`src/hdl/cpu_isa_pkg.sv`:
```
package cpu_isa_pkg;

	// Operations understood by the core
	typedef enum logic [5:0] {
		op_nop,
		op_lda,
		op_ldx,
		op_ldy,
		op_sta,
		op_stx,
		op_sty,
		op_adc,
		op_sbc,
		op_and,
		op_ora,
		op_eor,
		op_asl,
		op_lsr,
		op_rol,
		op_ror,
		op_inx,
		op_iny,
		op_dex,
		op_dey,
		op_tax,
		op_tay,
		op_txa,
		op_tya,
		op_txs,
		op_tsx,
		op_sec,
		op_sed,
		op_sei,
		op_clc,
		op_cld,
		op_cli,
		op_clv,
		op_jmp,
		op_jsr
	} opcode_t;

	typedef enum logic [1:0] {
		imp,
		imm,
		abs
	} addr_mode_t;

	// Status register bit positions
	localparam int unsigned STATUS_C = 0;
	localparam int unsigned STATUS_Z = 1;
	localparam int unsigned STATUS_I = 2;
	localparam int unsigned STATUS_D = 3;
	localparam int unsigned STATUS_R = 5;
	localparam int unsigned STATUS_V = 6;
	localparam int unsigned STATUS_N = 7;

endpackage

```
`src/hdl/cpu_dp_pkg.sv`:
```
package cpu_dp_pkg;

	typedef enum logic [3:0] {
		txa,
		txb,
		adc,
		sbc,
		add,
		sub,
		and_op,
		ora,
		eor,
		asl,
		lsr,
		rol,
		ror
	} alu_func_t;

	// ALU input A sources
	typedef enum logic [2:0] {
		a_bus,
		a_acc,
		a_x,
		a_y,
		a_sp
	} a_sel_t;

	typedef enum logic {
		b_bus,
		b_one
	} b_sel_t;

	// Where the ALU result goes
	typedef enum logic [2:0] {
		dst_none,
		dst_bus,
		dst_acc,
		dst_x,
		dst_y,
		dst_sp,
		dst_dll,
		dst_dlh
	} dst_t;

endpackage

```
`src/hdl/opcode_decoder.sv`:
```
module opcode_decoder (
	input  logic [7:0]              ir_i,
	output cpu_isa_pkg::opcode_t    op_o,
	output cpu_isa_pkg::addr_mode_t mode_o
);
	import cpu_isa_pkg::*;

	// Operation from the standard 6502 encodings
	always_comb begin
		case (ir_i)
		8'ha9, 8'had: op_o = op_lda;
		8'ha2, 8'hae: op_o = op_ldx;
		8'ha0, 8'hac: op_o = op_ldy;
		8'h8d:        op_o = op_sta;
		8'h8e:        op_o = op_stx;
		8'h8c:        op_o = op_sty;
		8'h69, 8'h6d: op_o = op_adc;
		8'he9, 8'hed: op_o = op_sbc;
		8'h29, 8'h2d: op_o = op_and;
		8'h09, 8'h0d: op_o = op_ora;
		8'h49, 8'h4d: op_o = op_eor;
		8'h0a:        op_o = op_asl;
		8'h4a:        op_o = op_lsr;
		8'h2a:        op_o = op_rol;
		8'h6a:        op_o = op_ror;
		8'he8:        op_o = op_inx;
		8'hc8:        op_o = op_iny;
		8'hca:        op_o = op_dex;
		8'h88:        op_o = op_dey;
		8'haa:        op_o = op_tax;
		8'ha8:        op_o = op_tay;
		8'h8a:        op_o = op_txa;
		8'h98:        op_o = op_tya;
		8'h9a:        op_o = op_txs;
		8'hba:        op_o = op_tsx;
		8'h38:        op_o = op_sec;
		8'hf8:        op_o = op_sed;
		8'h78:        op_o = op_sei;
		8'h18:        op_o = op_clc;
		8'hd8:        op_o = op_cld;
		8'h58:        op_o = op_cli;
		8'hb8:        op_o = op_clv;
		8'h4c:        op_o = op_jmp;
		8'h20:        op_o = op_jsr;
		default:      op_o = op_nop;
		endcase
	end

	// Unknown bytes run as implied
	always_comb begin
		case (ir_i)
		8'ha9, 8'ha2, 8'ha0, 8'h69, 8'he9, 8'h29, 8'h09, 8'h49:
			mode_o = imm;
		8'had, 8'hae, 8'hac, 8'h8d, 8'h8e, 8'h8c,
		8'h6d, 8'hed, 8'h2d, 8'h0d, 8'h4d, 8'h4c, 8'h20:
			mode_o = abs;
		default:
			mode_o = imp;
		endcase
	end

endmodule

```
`src/hdl/alu.sv`:
```
module alu (
	input  cpu_dp_pkg::alu_func_t func_i,
	input  logic [7:0]            a_i,
	input  logic [7:0]            b_i,
	input  logic                  carry_i,
	output logic [7:0]            result_o,
	output logic                  carry_o,
	output logic                  overflow_o
);
	import cpu_dp_pkg::*;

	logic [7:0] b_eff;
	logic       cin;
	logic [8:0] sum;

	// Subtraction adds the inverted operand
	always_comb begin
		b_eff = b_i;
		cin = 1'b0;
		case (func_i)
		adc: cin = carry_i;
		sbc: begin
			b_eff = ~b_i;
			cin = carry_i;
		end
		sub: begin
			b_eff = ~b_i;
			cin = 1'b1;
		end
		default: ;
		endcase
	end

	assign sum = {1'b0, a_i} + {1'b0, b_eff} + {8'h00, cin};

	always_comb begin
		result_o = b_i;
		carry_o = carry_i;
		overflow_o = 1'b0;
		case (func_i)
		txa: result_o = a_i;
		adc, sbc, add, sub: begin
			result_o = sum[7:0];
			carry_o = sum[8];
			// Same operand signs, different result sign
			overflow_o = (a_i[7] == b_eff[7]) && (sum[7] != a_i[7]);
		end
		and_op: result_o = a_i & b_i;
		ora: result_o = a_i | b_i;
		eor: result_o = a_i ^ b_i;
		asl: begin
			result_o = {a_i[6:0], 1'b0};
			carry_o = a_i[7];
		end
		lsr: begin
			result_o = {1'b0, a_i[7:1]};
			carry_o = a_i[0];
		end
		rol: begin
			result_o = {a_i[6:0], carry_i};
			carry_o = a_i[7];
		end
		ror: begin
			result_o = {carry_i, a_i[7:1]};
			carry_o = a_i[0];
		end
		default: ;
		endcase
	end

endmodule

```
`src/hdl/sequencer.sv`:
```
module sequencer (
	input  logic                    sys_i,
	input  logic                    arst_n_i,
	input  cpu_isa_pkg::opcode_t    op_i,
	input  cpu_isa_pkg::addr_mode_t mode_i,
	output logic                    bus_we_o,
	output logic                    pc_addr_oe_o,
	output logic                    dl_addr_oe_o,
	output logic                    pc_inc_o,
	output logic                    pc_load_o,
	output logic                    ins_we_o,
	output cpu_dp_pkg::alu_func_t   alu_func_o,
	output cpu_dp_pkg::a_sel_t      a_sel_o,
	output cpu_dp_pkg::b_sel_t      b_sel_o,
	output cpu_dp_pkg::dst_t        dst_o,
	output logic [7:0]              p_mask_o,
	output logic [7:0]              p_set_o,
	output logic [7:0]              p_clr_o
);
	import cpu_isa_pkg::*;
	import cpu_dp_pkg::*;

	localparam logic [7:0] NZ_MASK = (8'b1 << STATUS_N) | (8'b1 << STATUS_Z);
	localparam logic [7:0] NZC_MASK = NZ_MASK | (8'b1 << STATUS_C);
	localparam logic [7:0] NZCV_MASK = NZC_MASK | (8'b1 << STATUS_V);

	typedef enum logic [2:0] {
		fetch,
		decode,
		jump_l,
		jump_h,
		read_h,
		absolute
	} state_t;

	state_t state;
	state_t state_next;
	logic   execute;

	// Reset starts with the vector read
	always_ff @(posedge sys_i, negedge arst_n_i) begin
		if (!arst_n_i)
			state <= jump_l;
		else
			state <= state_next;
	end

	always_comb begin
		bus_we_o = 1'b0;
		pc_addr_oe_o = 1'b0;
		dl_addr_oe_o = 1'b0;
		pc_inc_o = 1'b0;
		pc_load_o = 1'b0;
		ins_we_o = 1'b0;
		alu_func_o = txb;
		a_sel_o = a_bus;
		b_sel_o = b_bus;
		dst_o = dst_none;
		p_mask_o = 8'h00;
		p_set_o = 8'h00;
		p_clr_o = 8'h00;
		state_next = state;
		execute = 1'b0;

		case (state)
		fetch: begin
			pc_addr_oe_o = 1'b1;
			pc_inc_o = 1'b1;
			ins_we_o = 1'b1;
			state_next = decode;
		end
		decode: begin
			pc_addr_oe_o = 1'b1;
			pc_inc_o = (mode_i != imp);
			if (mode_i == abs) begin
				dst_o = dst_dll;
				state_next = read_h;
			end else begin
				execute = 1'b1;
				state_next = fetch;
			end
		end
		read_h: begin
			pc_addr_oe_o = 1'b1;
			dst_o = dst_dlh;
			// JSR only goes as far as the jump
			if (op_i == op_jmp || op_i == op_jsr) begin
				pc_load_o = 1'b1;
				state_next = fetch;
			end else begin
				pc_inc_o = 1'b1;
				state_next = absolute;
			end
		end
		absolute: begin
			dl_addr_oe_o = 1'b1;
			execute = 1'b1;
			state_next = fetch;
		end
		jump_l: begin
			pc_addr_oe_o = 1'b1;
			pc_inc_o = 1'b1;
			dst_o = dst_dll;
			state_next = jump_h;
		end
		jump_h: begin
			pc_addr_oe_o = 1'b1;
			pc_load_o = 1'b1;
			dst_o = dst_dlh;
			state_next = fetch;
		end
		default: state_next = jump_l;
		endcase

		if (execute) begin
			case (op_i)
			op_adc, op_sbc, op_and, op_ora, op_eor: begin
				a_sel_o = a_acc;
				dst_o = dst_acc;
				p_mask_o = NZ_MASK;
				case (op_i)
				op_adc: begin
					alu_func_o = adc;
					p_mask_o = NZCV_MASK;
				end
				op_sbc: begin
					alu_func_o = sbc;
					p_mask_o = NZCV_MASK;
				end
				op_and: alu_func_o = and_op;
				op_ora: alu_func_o = ora;
				default: alu_func_o = eor;
				endcase
			end
			op_asl, op_lsr, op_rol, op_ror: begin
				a_sel_o = a_acc;
				dst_o = dst_acc;
				p_mask_o = NZC_MASK;
				case (op_i)
				op_asl: alu_func_o = asl;
				op_lsr: alu_func_o = lsr;
				op_rol: alu_func_o = rol;
				default: alu_func_o = ror;
				endcase
			end
			op_inx, op_iny, op_dex, op_dey: begin
				b_sel_o = b_one;
				p_mask_o = NZ_MASK;
				alu_func_o = (op_i == op_inx || op_i == op_iny) ? add : sub;
				a_sel_o = (op_i == op_inx || op_i == op_dex) ? a_x : a_y;
				dst_o = (op_i == op_inx || op_i == op_dex) ? dst_x : dst_y;
			end
			// Loads take the bus byte as is
			op_lda: begin
				dst_o = dst_acc;
				p_mask_o = NZ_MASK;
			end
			op_ldx: begin
				dst_o = dst_x;
				p_mask_o = NZ_MASK;
			end
			op_ldy: begin
				dst_o = dst_y;
				p_mask_o = NZ_MASK;
			end
			op_sta, op_stx, op_sty: begin
				alu_func_o = txa;
				dst_o = dst_bus;
				bus_we_o = 1'b1;
				if (op_i == op_sta)
					a_sel_o = a_acc;
				else if (op_i == op_stx)
					a_sel_o = a_x;
				else
					a_sel_o = a_y;
			end
			op_tax, op_tay, op_txa, op_tya, op_tsx: begin
				alu_func_o = txa;
				p_mask_o = NZ_MASK;
				case (op_i)
				op_tax: begin
					a_sel_o = a_acc;
					dst_o = dst_x;
				end
				op_tay: begin
					a_sel_o = a_acc;
					dst_o = dst_y;
				end
				op_txa: begin
					a_sel_o = a_x;
					dst_o = dst_acc;
				end
				op_tya: begin
					a_sel_o = a_y;
					dst_o = dst_acc;
				end
				default: begin
					a_sel_o = a_sp;
					dst_o = dst_x;
				end
				endcase
			end
			// Flags untouched by TXS
			op_txs: begin
				alu_func_o = txa;
				a_sel_o = a_x;
				dst_o = dst_sp;
			end
			op_sec: p_set_o[STATUS_C] = 1'b1;
			op_sed: p_set_o[STATUS_D] = 1'b1;
			op_sei: p_set_o[STATUS_I] = 1'b1;
			op_clc: p_clr_o[STATUS_C] = 1'b1;
			op_cld: p_clr_o[STATUS_D] = 1'b1;
			op_cli: p_clr_o[STATUS_I] = 1'b1;
			op_clv: p_clr_o[STATUS_V] = 1'b1;
			default: ;
			endcase
		end
	end

endmodule

```
`src/hdl/datapath.sv`:
```
module datapath #(
	parameter logic [15:0] RESET_VECTOR = 16'hfffc
) (
	input  logic                  sys_i,
	input  logic                  arst_n_i,
	input  logic                  bus_we_i,
	input  logic                  pc_addr_oe_i,
	input  logic                  dl_addr_oe_i,
	input  logic                  pc_inc_i,
	input  logic                  pc_load_i,
	input  logic                  ins_we_i,
	input  cpu_dp_pkg::alu_func_t alu_func_i,
	input  cpu_dp_pkg::a_sel_t    a_sel_i,
	input  cpu_dp_pkg::b_sel_t    b_sel_i,
	input  cpu_dp_pkg::dst_t      dst_i,
	input  logic [7:0]            p_mask_i,
	input  logic [7:0]            p_set_i,
	input  logic [7:0]            p_clr_i,
	input  logic [7:0]            data_i,
	output logic [15:0]           addr_o,
	output logic [7:0]            data_o,
	output logic                  we_o,
	output logic [7:0]            ir_o
);
	import cpu_isa_pkg::*;
	import cpu_dp_pkg::*;

	logic [7:0]  acc;
	logic [7:0]  x;
	logic [7:0]  y;
	logic [7:0]  sp;
	logic [7:0]  ir;
	logic [7:0]  p;
	logic [7:0]  dll;
	logic [7:0]  dlh;
	logic [15:0] pc;

	logic [7:0] alu_a;
	logic [7:0] alu_b;
	logic [7:0] alu_res;
	logic       alu_carry;
	logic       alu_ovf;
	logic [7:0] flag_val;
	logic [7:0] p_next;

	always_comb begin
		case (a_sel_i)
		a_acc:   alu_a = acc;
		a_x:     alu_a = x;
		a_y:     alu_a = y;
		a_sp:    alu_a = sp;
		default: alu_a = data_i;
		endcase
	end

	assign alu_b = (b_sel_i == b_one) ? 8'h01 : data_i;

	alu alu_i (
		.func_i     (alu_func_i),
		.a_i        (alu_a),
		.b_i        (alu_b),
		.carry_i    (p[STATUS_C]),
		.result_o   (alu_res),
		.carry_o    (alu_carry),
		.overflow_o (alu_ovf)
	);

	// Masked flags follow the ALU, then forced set and clear
	always_comb begin
		flag_val = 8'h00;
		flag_val[STATUS_N] = alu_res[7];
		flag_val[STATUS_Z] = (alu_res == 8'h00);
		flag_val[STATUS_C] = alu_carry;
		flag_val[STATUS_V] = alu_ovf;
		p_next = (p & ~p_mask_i) | (flag_val & p_mask_i);
		p_next = (p_next | p_set_i) & ~p_clr_i;
		p_next[STATUS_R] = 1'b1;
	end

	always_ff @(posedge sys_i, negedge arst_n_i) begin
		if (!arst_n_i) begin
			acc <= 8'h00;
			x <= 8'h00;
			y <= 8'h00;
			sp <= 8'h00;
			ir <= 8'h00;
			p <= 8'h00 | (8'b1 << STATUS_R);
			pc <= RESET_VECTOR;
		end else begin
			if (dst_i == dst_acc)
				acc <= alu_res;
			if (dst_i == dst_x)
				x <= alu_res;
			if (dst_i == dst_y)
				y <= alu_res;
			if (dst_i == dst_sp)
				sp <= alu_res;
			if (ins_we_i)
				ir <= data_i;
			// High byte straight off the bus, low byte from the latch
			if (pc_load_i)
				pc <= {data_i, dll};
			else if (pc_inc_i)
				pc <= pc + 16'd1;
			p <= p_next;
		end
	end

	always_ff @(posedge sys_i) begin
		if (dst_i == dst_dll)
			dll <= alu_res;
		if (dst_i == dst_dlh)
			dlh <= alu_res;
	end

	assign addr_o = pc_addr_oe_i ? pc : {dlh, dll};
	assign data_o = alu_res;
	// Writes only go to the latched address
	assign we_o = bus_we_i & dl_addr_oe_i;
	assign ir_o = ir;

endmodule

```
`src/hdl/cpu_top.sv`:
```
module cpu_top #(
	parameter logic [15:0] RESET_VECTOR = 16'hfffc
) (
	input  logic        sys_i,
	input  logic        arst_n_i,
	input  logic [7:0]  data_i,
	output logic [15:0] addr_o,
	output logic [7:0]  data_o,
	output logic        we_o
);
	import cpu_isa_pkg::*;
	import cpu_dp_pkg::*;

	logic [7:0] ir;
	opcode_t    op;
	addr_mode_t mode;
	logic       bus_we;
	logic       pc_addr_oe;
	logic       dl_addr_oe;
	logic       pc_inc;
	logic       pc_load;
	logic       ins_we;
	alu_func_t  alu_func;
	a_sel_t     a_sel;
	b_sel_t     b_sel;
	dst_t       dst;
	logic [7:0] p_mask;
	logic [7:0] p_set;
	logic [7:0] p_clr;

	opcode_decoder opcode_decoder_i (
		.ir_i   (ir),
		.op_o   (op),
		.mode_o (mode)
	);

	sequencer sequencer_i (
		.sys_i        (sys_i),
		.arst_n_i     (arst_n_i),
		.op_i         (op),
		.mode_i       (mode),
		.bus_we_o     (bus_we),
		.pc_addr_oe_o (pc_addr_oe),
		.dl_addr_oe_o (dl_addr_oe),
		.pc_inc_o     (pc_inc),
		.pc_load_o    (pc_load),
		.ins_we_o     (ins_we),
		.alu_func_o   (alu_func),
		.a_sel_o      (a_sel),
		.b_sel_o      (b_sel),
		.dst_o        (dst),
		.p_mask_o     (p_mask),
		.p_set_o      (p_set),
		.p_clr_o      (p_clr)
	);

	datapath #(
		.RESET_VECTOR (RESET_VECTOR)
	) datapath_i (
		.sys_i        (sys_i),
		.arst_n_i     (arst_n_i),
		.bus_we_i     (bus_we),
		.pc_addr_oe_i (pc_addr_oe),
		.dl_addr_oe_i (dl_addr_oe),
		.pc_inc_i     (pc_inc),
		.pc_load_i    (pc_load),
		.ins_we_i     (ins_we),
		.alu_func_i   (alu_func),
		.a_sel_i      (a_sel),
		.b_sel_i      (b_sel),
		.dst_i        (dst),
		.p_mask_i     (p_mask),
		.p_set_i      (p_set),
		.p_clr_i      (p_clr),
		.data_i       (data_i),
		.addr_o       (addr_o),
		.data_o       (data_o),
		.we_o         (we_o),
		.ir_o         (ir)
	);

endmodule

```
`config.mk`:
```
export PLATFORM = sky130hd
export DESIGN_NAME = cpu_top
export DESIGN_NICKNAME = d
export VERILOG_FILES = /design/src/hdl/cpu_isa_pkg.sv /design/src/hdl/cpu_dp_pkg.sv /design/src/hdl/opcode_decoder.sv /design/src/hdl/alu.sv /design/src/hdl/sequencer.sv /design/src/hdl/datapath.sv /design/src/hdl/cpu_top.sv
export SDC_FILE = /design/constraint.sdc
export NUM_CORES = 1
export LEC_CHECK = 0
export CAP_MARGIN = 20
export CORE_MARGIN = 3
export CORE_UTILIZATION = 64
export CTS_CLUSTER_DIAMETER = 30
export DETAILED_ROUTE_END_ITERATION = 7
export DONT_BUFFER_PORTS = 1
export HOLD_SLACK_MARGIN = 0.03
export PLACE_DENSITY = 0.8
export RECOVER_POWER = 25
export SYNTH_ARGS = -nofsm -noshare
export SYNTH_HDL_FRONTEND = slang
export SYNTH_SLANG_ARGS = --single-unit
export TNS_END_PERCENT = 20
```
`constraint.sdc`:
```
create_clock -name sys_i -period 7.2 [get_ports sys_i]
set_input_delay 1.44 -clock sys_i [delete_from_list [all_inputs] [get_ports sys_i]]
set_output_delay 1.44 -clock sys_i [all_outputs]
set_load 0.02 [all_outputs]
```
# Yosys cells after proc, flatten, opt, wreduce, memory -nomap -nowiden
# Index checks and enable logic that the tools add are counted.
# totals
reg_bits,82
latch_bits,0
mem_bits_rw,0
mem_bits_ro,0
inputBits,10
output_inout_bits,25
word_cells,230
memories,0
# classes
n_addsub,3
mul,0
div,0
magnitude_cmp,0
n_eq_ne,105
shift,0
mux,60
bitwise,12
n_reduce_logical,40
# op_table
cell,n
one-hot mux 6 bit (34 select lines),1
equality test 8 bit (second input constant),24
equality test 6 x 5 -> 1 bit (second input constant),16
equality test 8 x 7 -> 1 bit (second input constant),9
one-hot mux 8 bit (9 select lines),1
equality test 6 x 4 -> 1 bit (second input constant),8
2-to-1 mux 16 bit,3
equality test 8 x 6 -> 1 bit (second input constant),5
OR reduction 2 bit,18
AND 8 bit,4
one-hot mux 4 bit (4 select lines),2
one-hot mux 8 bit (4 select lines),1
one-hot mux 3 bit (5 select lines),2
one-hot mux 3 bit (3 select lines),3
equality test 6 x 3 -> 1 bit (second input constant),4
equality test 8 x 4 -> 1 bit (second input constant),3
2-to-1 mux 1 bit,24
2-to-1 mux 8 bit,3
one-hot mux 8 bit (3 select lines),1
equality test 3 bit (second input constant),7
2-to-1 mux 3 bit,7
one-hot mux 3 bit (7 select lines),1
equality test 4 bit (second input constant),5
equality test 3 x 2 -> 1 bit (second input constant),6
other kinds (40),62

# Logic depth before layout (Yosys ltp)
# logic_depth
word_depth,20
ltp_mapped,30

# By module
# Synthesis repeated with hierarchy kept, for this count alone.
# hier_totals
cells_unflattened,757
area_unflattened_um2,6819.0
# by_module_without_submodules
mod,instances,cells_each,area_each_um2
datapath,1,304,3738.6
alu,1,206,1440.1
sequencer,1,135,907.1
opcode_decoder,1,112,733.2

# Least setup slack after synthesis
# OpenSTA, ideal clock, no wires.
# synth_path
path_type,reg-to-output
from,register datapath_i.ir[5] (netlist: datapath_i.ir_o[5])
to,output data_o[6]
arrival_time_ns,5.256
t_required_ns,5.760
slack_ns,0.504
stages_incl_launch_ff,27
path_buffers,2
cell_sequence,dfrtp_1 -> buf_2 -> or2_1 -> or4_1 -> o211ai_2 -> nor3_2 -> a311o_1 -> a41oi_2 -> nand2_2 -> nand2_1 -> nand3_1 -> a21oi_1 -> buf_2 -> xnor2_1 -> fa_1 -> inv_1 -> fa_1 -> inv_1 -> a21oi_1 -> o21ai_0 -> and2_1 -> o21a_1 -> o21a_1 -> a211o_1 -> o211ai_1 -> a221oi_2 -> a31oi_1
# synth_between
elab_chain_cells,14
elab_cells_between_ends,132
# synth_rtl
element,line_no,text
"start, declared",datapath.sv:32,logic [7:0] ir;
"start signal, assigned",datapath.sv:99,ir <= data_i;
"parallel branches: the longest is 13 deep, another holds adder 8 x 8 -> 9 bit",n/a,
one-hot mux 8 bit (9 select lines) *,alu.sv:40,case (func_i)
"end, declared",cpu_top.sv:8,"output logic [7:0] data_o,"
# Every way passes the cells marked *.

# Final worst setup path
# layout_path
from,register datapath_i.ir[4] (netlist: datapath_i.ir_o[4])
to,output data_o[6]
# The elaborated chain is that of the path after synthesis.

==> impl_metrics.env <==
export IMPL_status="finished, final reports clean"
export IMPL_power_per_cell_area_mw_per_mm2=217
export IMPL_timing_critical_path_slowest_cell_delay_ns=0.57
export IMPL_finalCriticalPeriod_ns=6.97
export IMPL_most_used_dff_post_synth="dfrtp_1"
export IMPL_synth_edf_count=16
export IMPL_die_w_um=106
export IMPL_layout_cell_area_excl_fill_mm2=0.00729
export IMPL_critical_path_endpoint_type="primary output"
export IMPL_avgSynthCellArea_um2=8.64
export IMPL_netlist_area_mm2=0.00636
export IMPL_timing_critical_path_cells="or2_4 -> or4_1 -> o211ai_2 -> nor3_4 -> a311o_1 -> a41oi_4 -> a21oi_4 -> buf_4 -> o21ai_1 -> inv_1 -> fa_2 -> inv_1 -> fa_2 -> inv_1 -> a21oi_2 -> o21ai_2 -> and2_4 -> o21a_1 -> o21a_1 -> a211o_1 -> o211ai_1 -> a221oi_2 -> a31oi_1 -> buf_4"
export IMPL_antenna_cells=0
export IMPL_hp_class="reg2reg"
export IMPL_clock_tree_from_tritoncts="yes"
export IMPL_cts_hold_fix_buffers=0
export IMPL_pre_cts_ws_ns=0.232
export IMPL_timing_worst_setup_path_type="reg2out"
export IMPL_cts_htree_levels=3
export IMPL_dpl_cell_area_mm2=0.00656
export IMPL_drive_gt1_share_pct=26.3
export IMPL_ys_warn_count=0
export IMPL_grt_overflow=0
export IMPL_drtIter0Drc=653
export IMPL_antenna_found_initial=0
export IMPL_fillers=698
export IMPL_holdWs_ns=0.486
export IMPL_tritoncts_num_buffers=9
export IMPL_slew_headroom_pct=30.0
export IMPL_synth_cells=737
export IMPL_clock_sinks=76
export IMPL_finalHoldViolations=0
export IMPL_asyncSetResetFlopFracSynth_pct=78.9
export IMPL_worstPathMaxFanout=9
export IMPL_layout_area_overhead_vs_synth_pct=14.6
export IMPL_die_h_um=106
export IMPL_final_period_utilization_pct=96.8
export IMPL_cts_root_buffer="clkbuf_8"
export IMPL_critical_path_top_delay_family="compound AO/OA/AOI/OAI gates"
export IMPL_static_leakage_power_nw=2.89
export IMPL_register_area_mm2=0.00202
export IMPL_drt_drc_violations_left=0
export IMPL_detailedRoute_firstPassIterationCount=6
export IMPL_grt_first_pass_wirelength_um=31000
export IMPL_detail_route_vias_per_cell=6.93
export IMPL_fmaxAchievable_ghz=0.143
export IMPL_reg2reg_slack_ns=1.67
export IMPL_place_detailed_hpwl_um=14500
export IMPL_start_util_pct=67.3
export IMPL_worstMarginPinSlew_ns=1.05
export IMPL_gr_usage_all_layers_pct=35.5
export IMPL_finalSetupViolCount=0
export IMPL_clkTransAtPathRegs_ns=0.08
export IMPL_postSynthNetCount=773
export IMPL_worst_clock_skew_ns=0.0156
export IMPL_postSynthRegisterBits=76
export IMPL_drtAntennaViolNets=0
export IMPL_globalplace_congestion=0.992
export IMPL_detail_route_wl_per_cell_um=22.9
export IMPL_ir_drop_mv=0.166
export IMPL_coreArea_mm2=0.00946
export IMPL_worst_ep_required_time_ns=5.76
export IMPL_cp_common_cell="inv_1"
export IMPL_routed_via_count=6276
export IMPL_first_global_vias=5697
export IMPL_multi_input_comb_area_mm2=0.00428
export IMPL_place_port_buffers=0
export IMPL_worst_endpoint_arrival_ns=5.53
export IMPL_cap_viol_max_count=0
export IMPL_pin_count_of_the_biggest_net_entering_global_routing=61
export IMPL_timing_final_max_slew_violations=0
export IMPL_critPathLaunchType="register"
export IMPL_timing_critical_path_buf_inv=5
export IMPL_top_level_ports=35
export IMPL_fin_nets=807
export IMPL_max_clock_path_buffers=2
export IMPL_yosys_cell_types_count=89
export IMPL_finalCoreUtilization_pct=77.1
export IMPL_setup_ws_ns=0.228
export IMPL_die_area_mm2=0.0112
export IMPL_synth_yosys_seq_area_share_pct=31.4
export IMPL_rows=35
export IMPL_worst_skew_pair_late_latency_ns=0.37
export IMPL_slowest_stage_cell_cp="or4_1"
export IMPL_finalWirelength_um=20800
==> layout make-up <==
cell class / count / area share (%)
multi-input cells: 581 / 58.6
flip-flops and latches: 76 / 27.7
repair buffers: 72 / 7.65
well taps: 129 / 2.21
clock buffers: 11 / 1.80
inverters: 31 / 1.60
clock inverters: 5 / 0.395
==> cells by family after synthesis <==
kind of cell / count (synthesis) / share of synthesized area [%]
flip-flops: 76 / 31.4
adder cells (fa/ha/maj): 26 / 5.35
XOR/XNOR: 35 / 4.82
AND/OR/NAND/NOR: 286 / 23.1
AO/OA/AOI/OAI: 186 / 21.3
multiplexers: 48 / 8.22
buffers and inverters: 80 / 5.76
==> worst paths after layout <==
path,startpoint,end,cells after the start
worst max-delay path,datapath_i.ir_o[4],data_o[6],24
worst min-delay path,datapath_i.sp[0],datapath_i.sp[0],1
worst max register to register,datapath_i.ir_o[4],datapath_i.y[6],25
worst min register to register,datapath_i.sp[0],datapath_i.sp[0],1
max in group asynchronous,arst_n_i,datapath_i.pc[11],0
min in group asynchronous,arst_n_i,datapath_i.ir_o[7],0
==> timing repair <==
action	4_1_cts	5_1_grt
pin swaps	0	16
setup buffers	2	32
cloned	0	0
endpoints found under the setup margin	2	5
gates resized for setup	12	61
==> cell usage in the layout (no fill, tap or decap), types with 4 or more instances in the layout <==
cell type / n
a21oi_1: 25
nand4_1: 8
nand2_1: 89
a21o_1: 5
nand3_1: 31
mux2i_1: 13
a32oi_1: 7
o211ai_1: 7
dfrtp_2: 4
a31oi_1: 6
o31ai_1: 16
ha_1: 24
xnor2_1: 23
o21a_1: 5
nand2b_1: 9
nand3b_1: 4
nor2b_1: 8
or3_1: 6
dfrtp_4: 4
nor3_1: 17
inv_1: 31
o21ai_1: 13
nor2_1: 48
buf_4: 64
edfxtp_1: 16
xor2_1: 10
and2_1: 6
clkbuf_8: 9
a21oi_2: 5
dfstp_2: 15
nor4_1: 5
nand4b_1: 5
and3_1: 9
dfrtp_1: 37
mux2_2: 34
o21ai_0: 33
==> cell usage after synthesis (8+ instances only) <==
cell type / instances / area, um^2
nand2_1: 89 / 334
nor2_1: 51 / 191
dfrtp_1: 45 / 1130
o21ai_0: 38 / 190
mux2_2: 34 / 383
nand3_1: 32 / 160
inv_1: 31 / 116
a21oi_1: 30 / 150
ha_1: 24 / 300
xnor2_1: 24 / 210
buf_2: 20 / 100
clkbuf_1: 19 / 71.3
nor3_1: 18 / 90.1
edfxtp_1: 16 / 480
o31ai_1: 16 / 120
dfstp_2: 15 / 394
mux2i_1: 14 / 140
nand2b_1: 13 / 81.3
o21ai_1: 11 / 55.1
xor2_1: 11 / 96.3
and3_1: 10 / 62.6
nor2b_1: 9 / 56.3
nand4_1: 8 / 50.1
==> per-stage QoR <==
step / std cells / setup TNS [ns] / total power, mW
5_1_grt: 905 / -0.0414 / 1.66
3_5_place_dp: 854 / 0 / 1.21
6_report: 905 / 0 / 1.58
3_3_place_gp: 854 / 0 / 1.19
2_1_floorplan: 737 / 0 / 1.06
4_1_cts: 872 / 0 / 1.50
==> state kept, by name (all words and copies together) (netlist names) <==
| signal | count |
|---|---|
| datapath_i.y | 8 |
| datapath_i.ir_o | 8 |
| datapath_i.dlh | 8 |
| datapath_i.pc | 16 |
| sequencer_i.state | 3 |
| datapath_i.p | 1 |
| datapath_i.acc | 8 |
| datapath_i.sp | 8 |
| datapath_i.dll | 8 |
| datapath_i.x | 8 |
==> routing by layer <==
metal / track usage (%) / part of all wire [%]
met5: 0 / 0
met2: 57.5 / 47
met4: 13.3 / 4.4
met3: 8.51 / 8.7
met1: 46.2 / 39
==> where the power goes <==
group	leakage, nW	switching (mW)	internal, mW
Sequential	0.799	0.0795	0.545
Clock	0.0768	0.165	0.123
Combinational	2.01	0.392	0.275
Power figures use the tool's default switching activity.
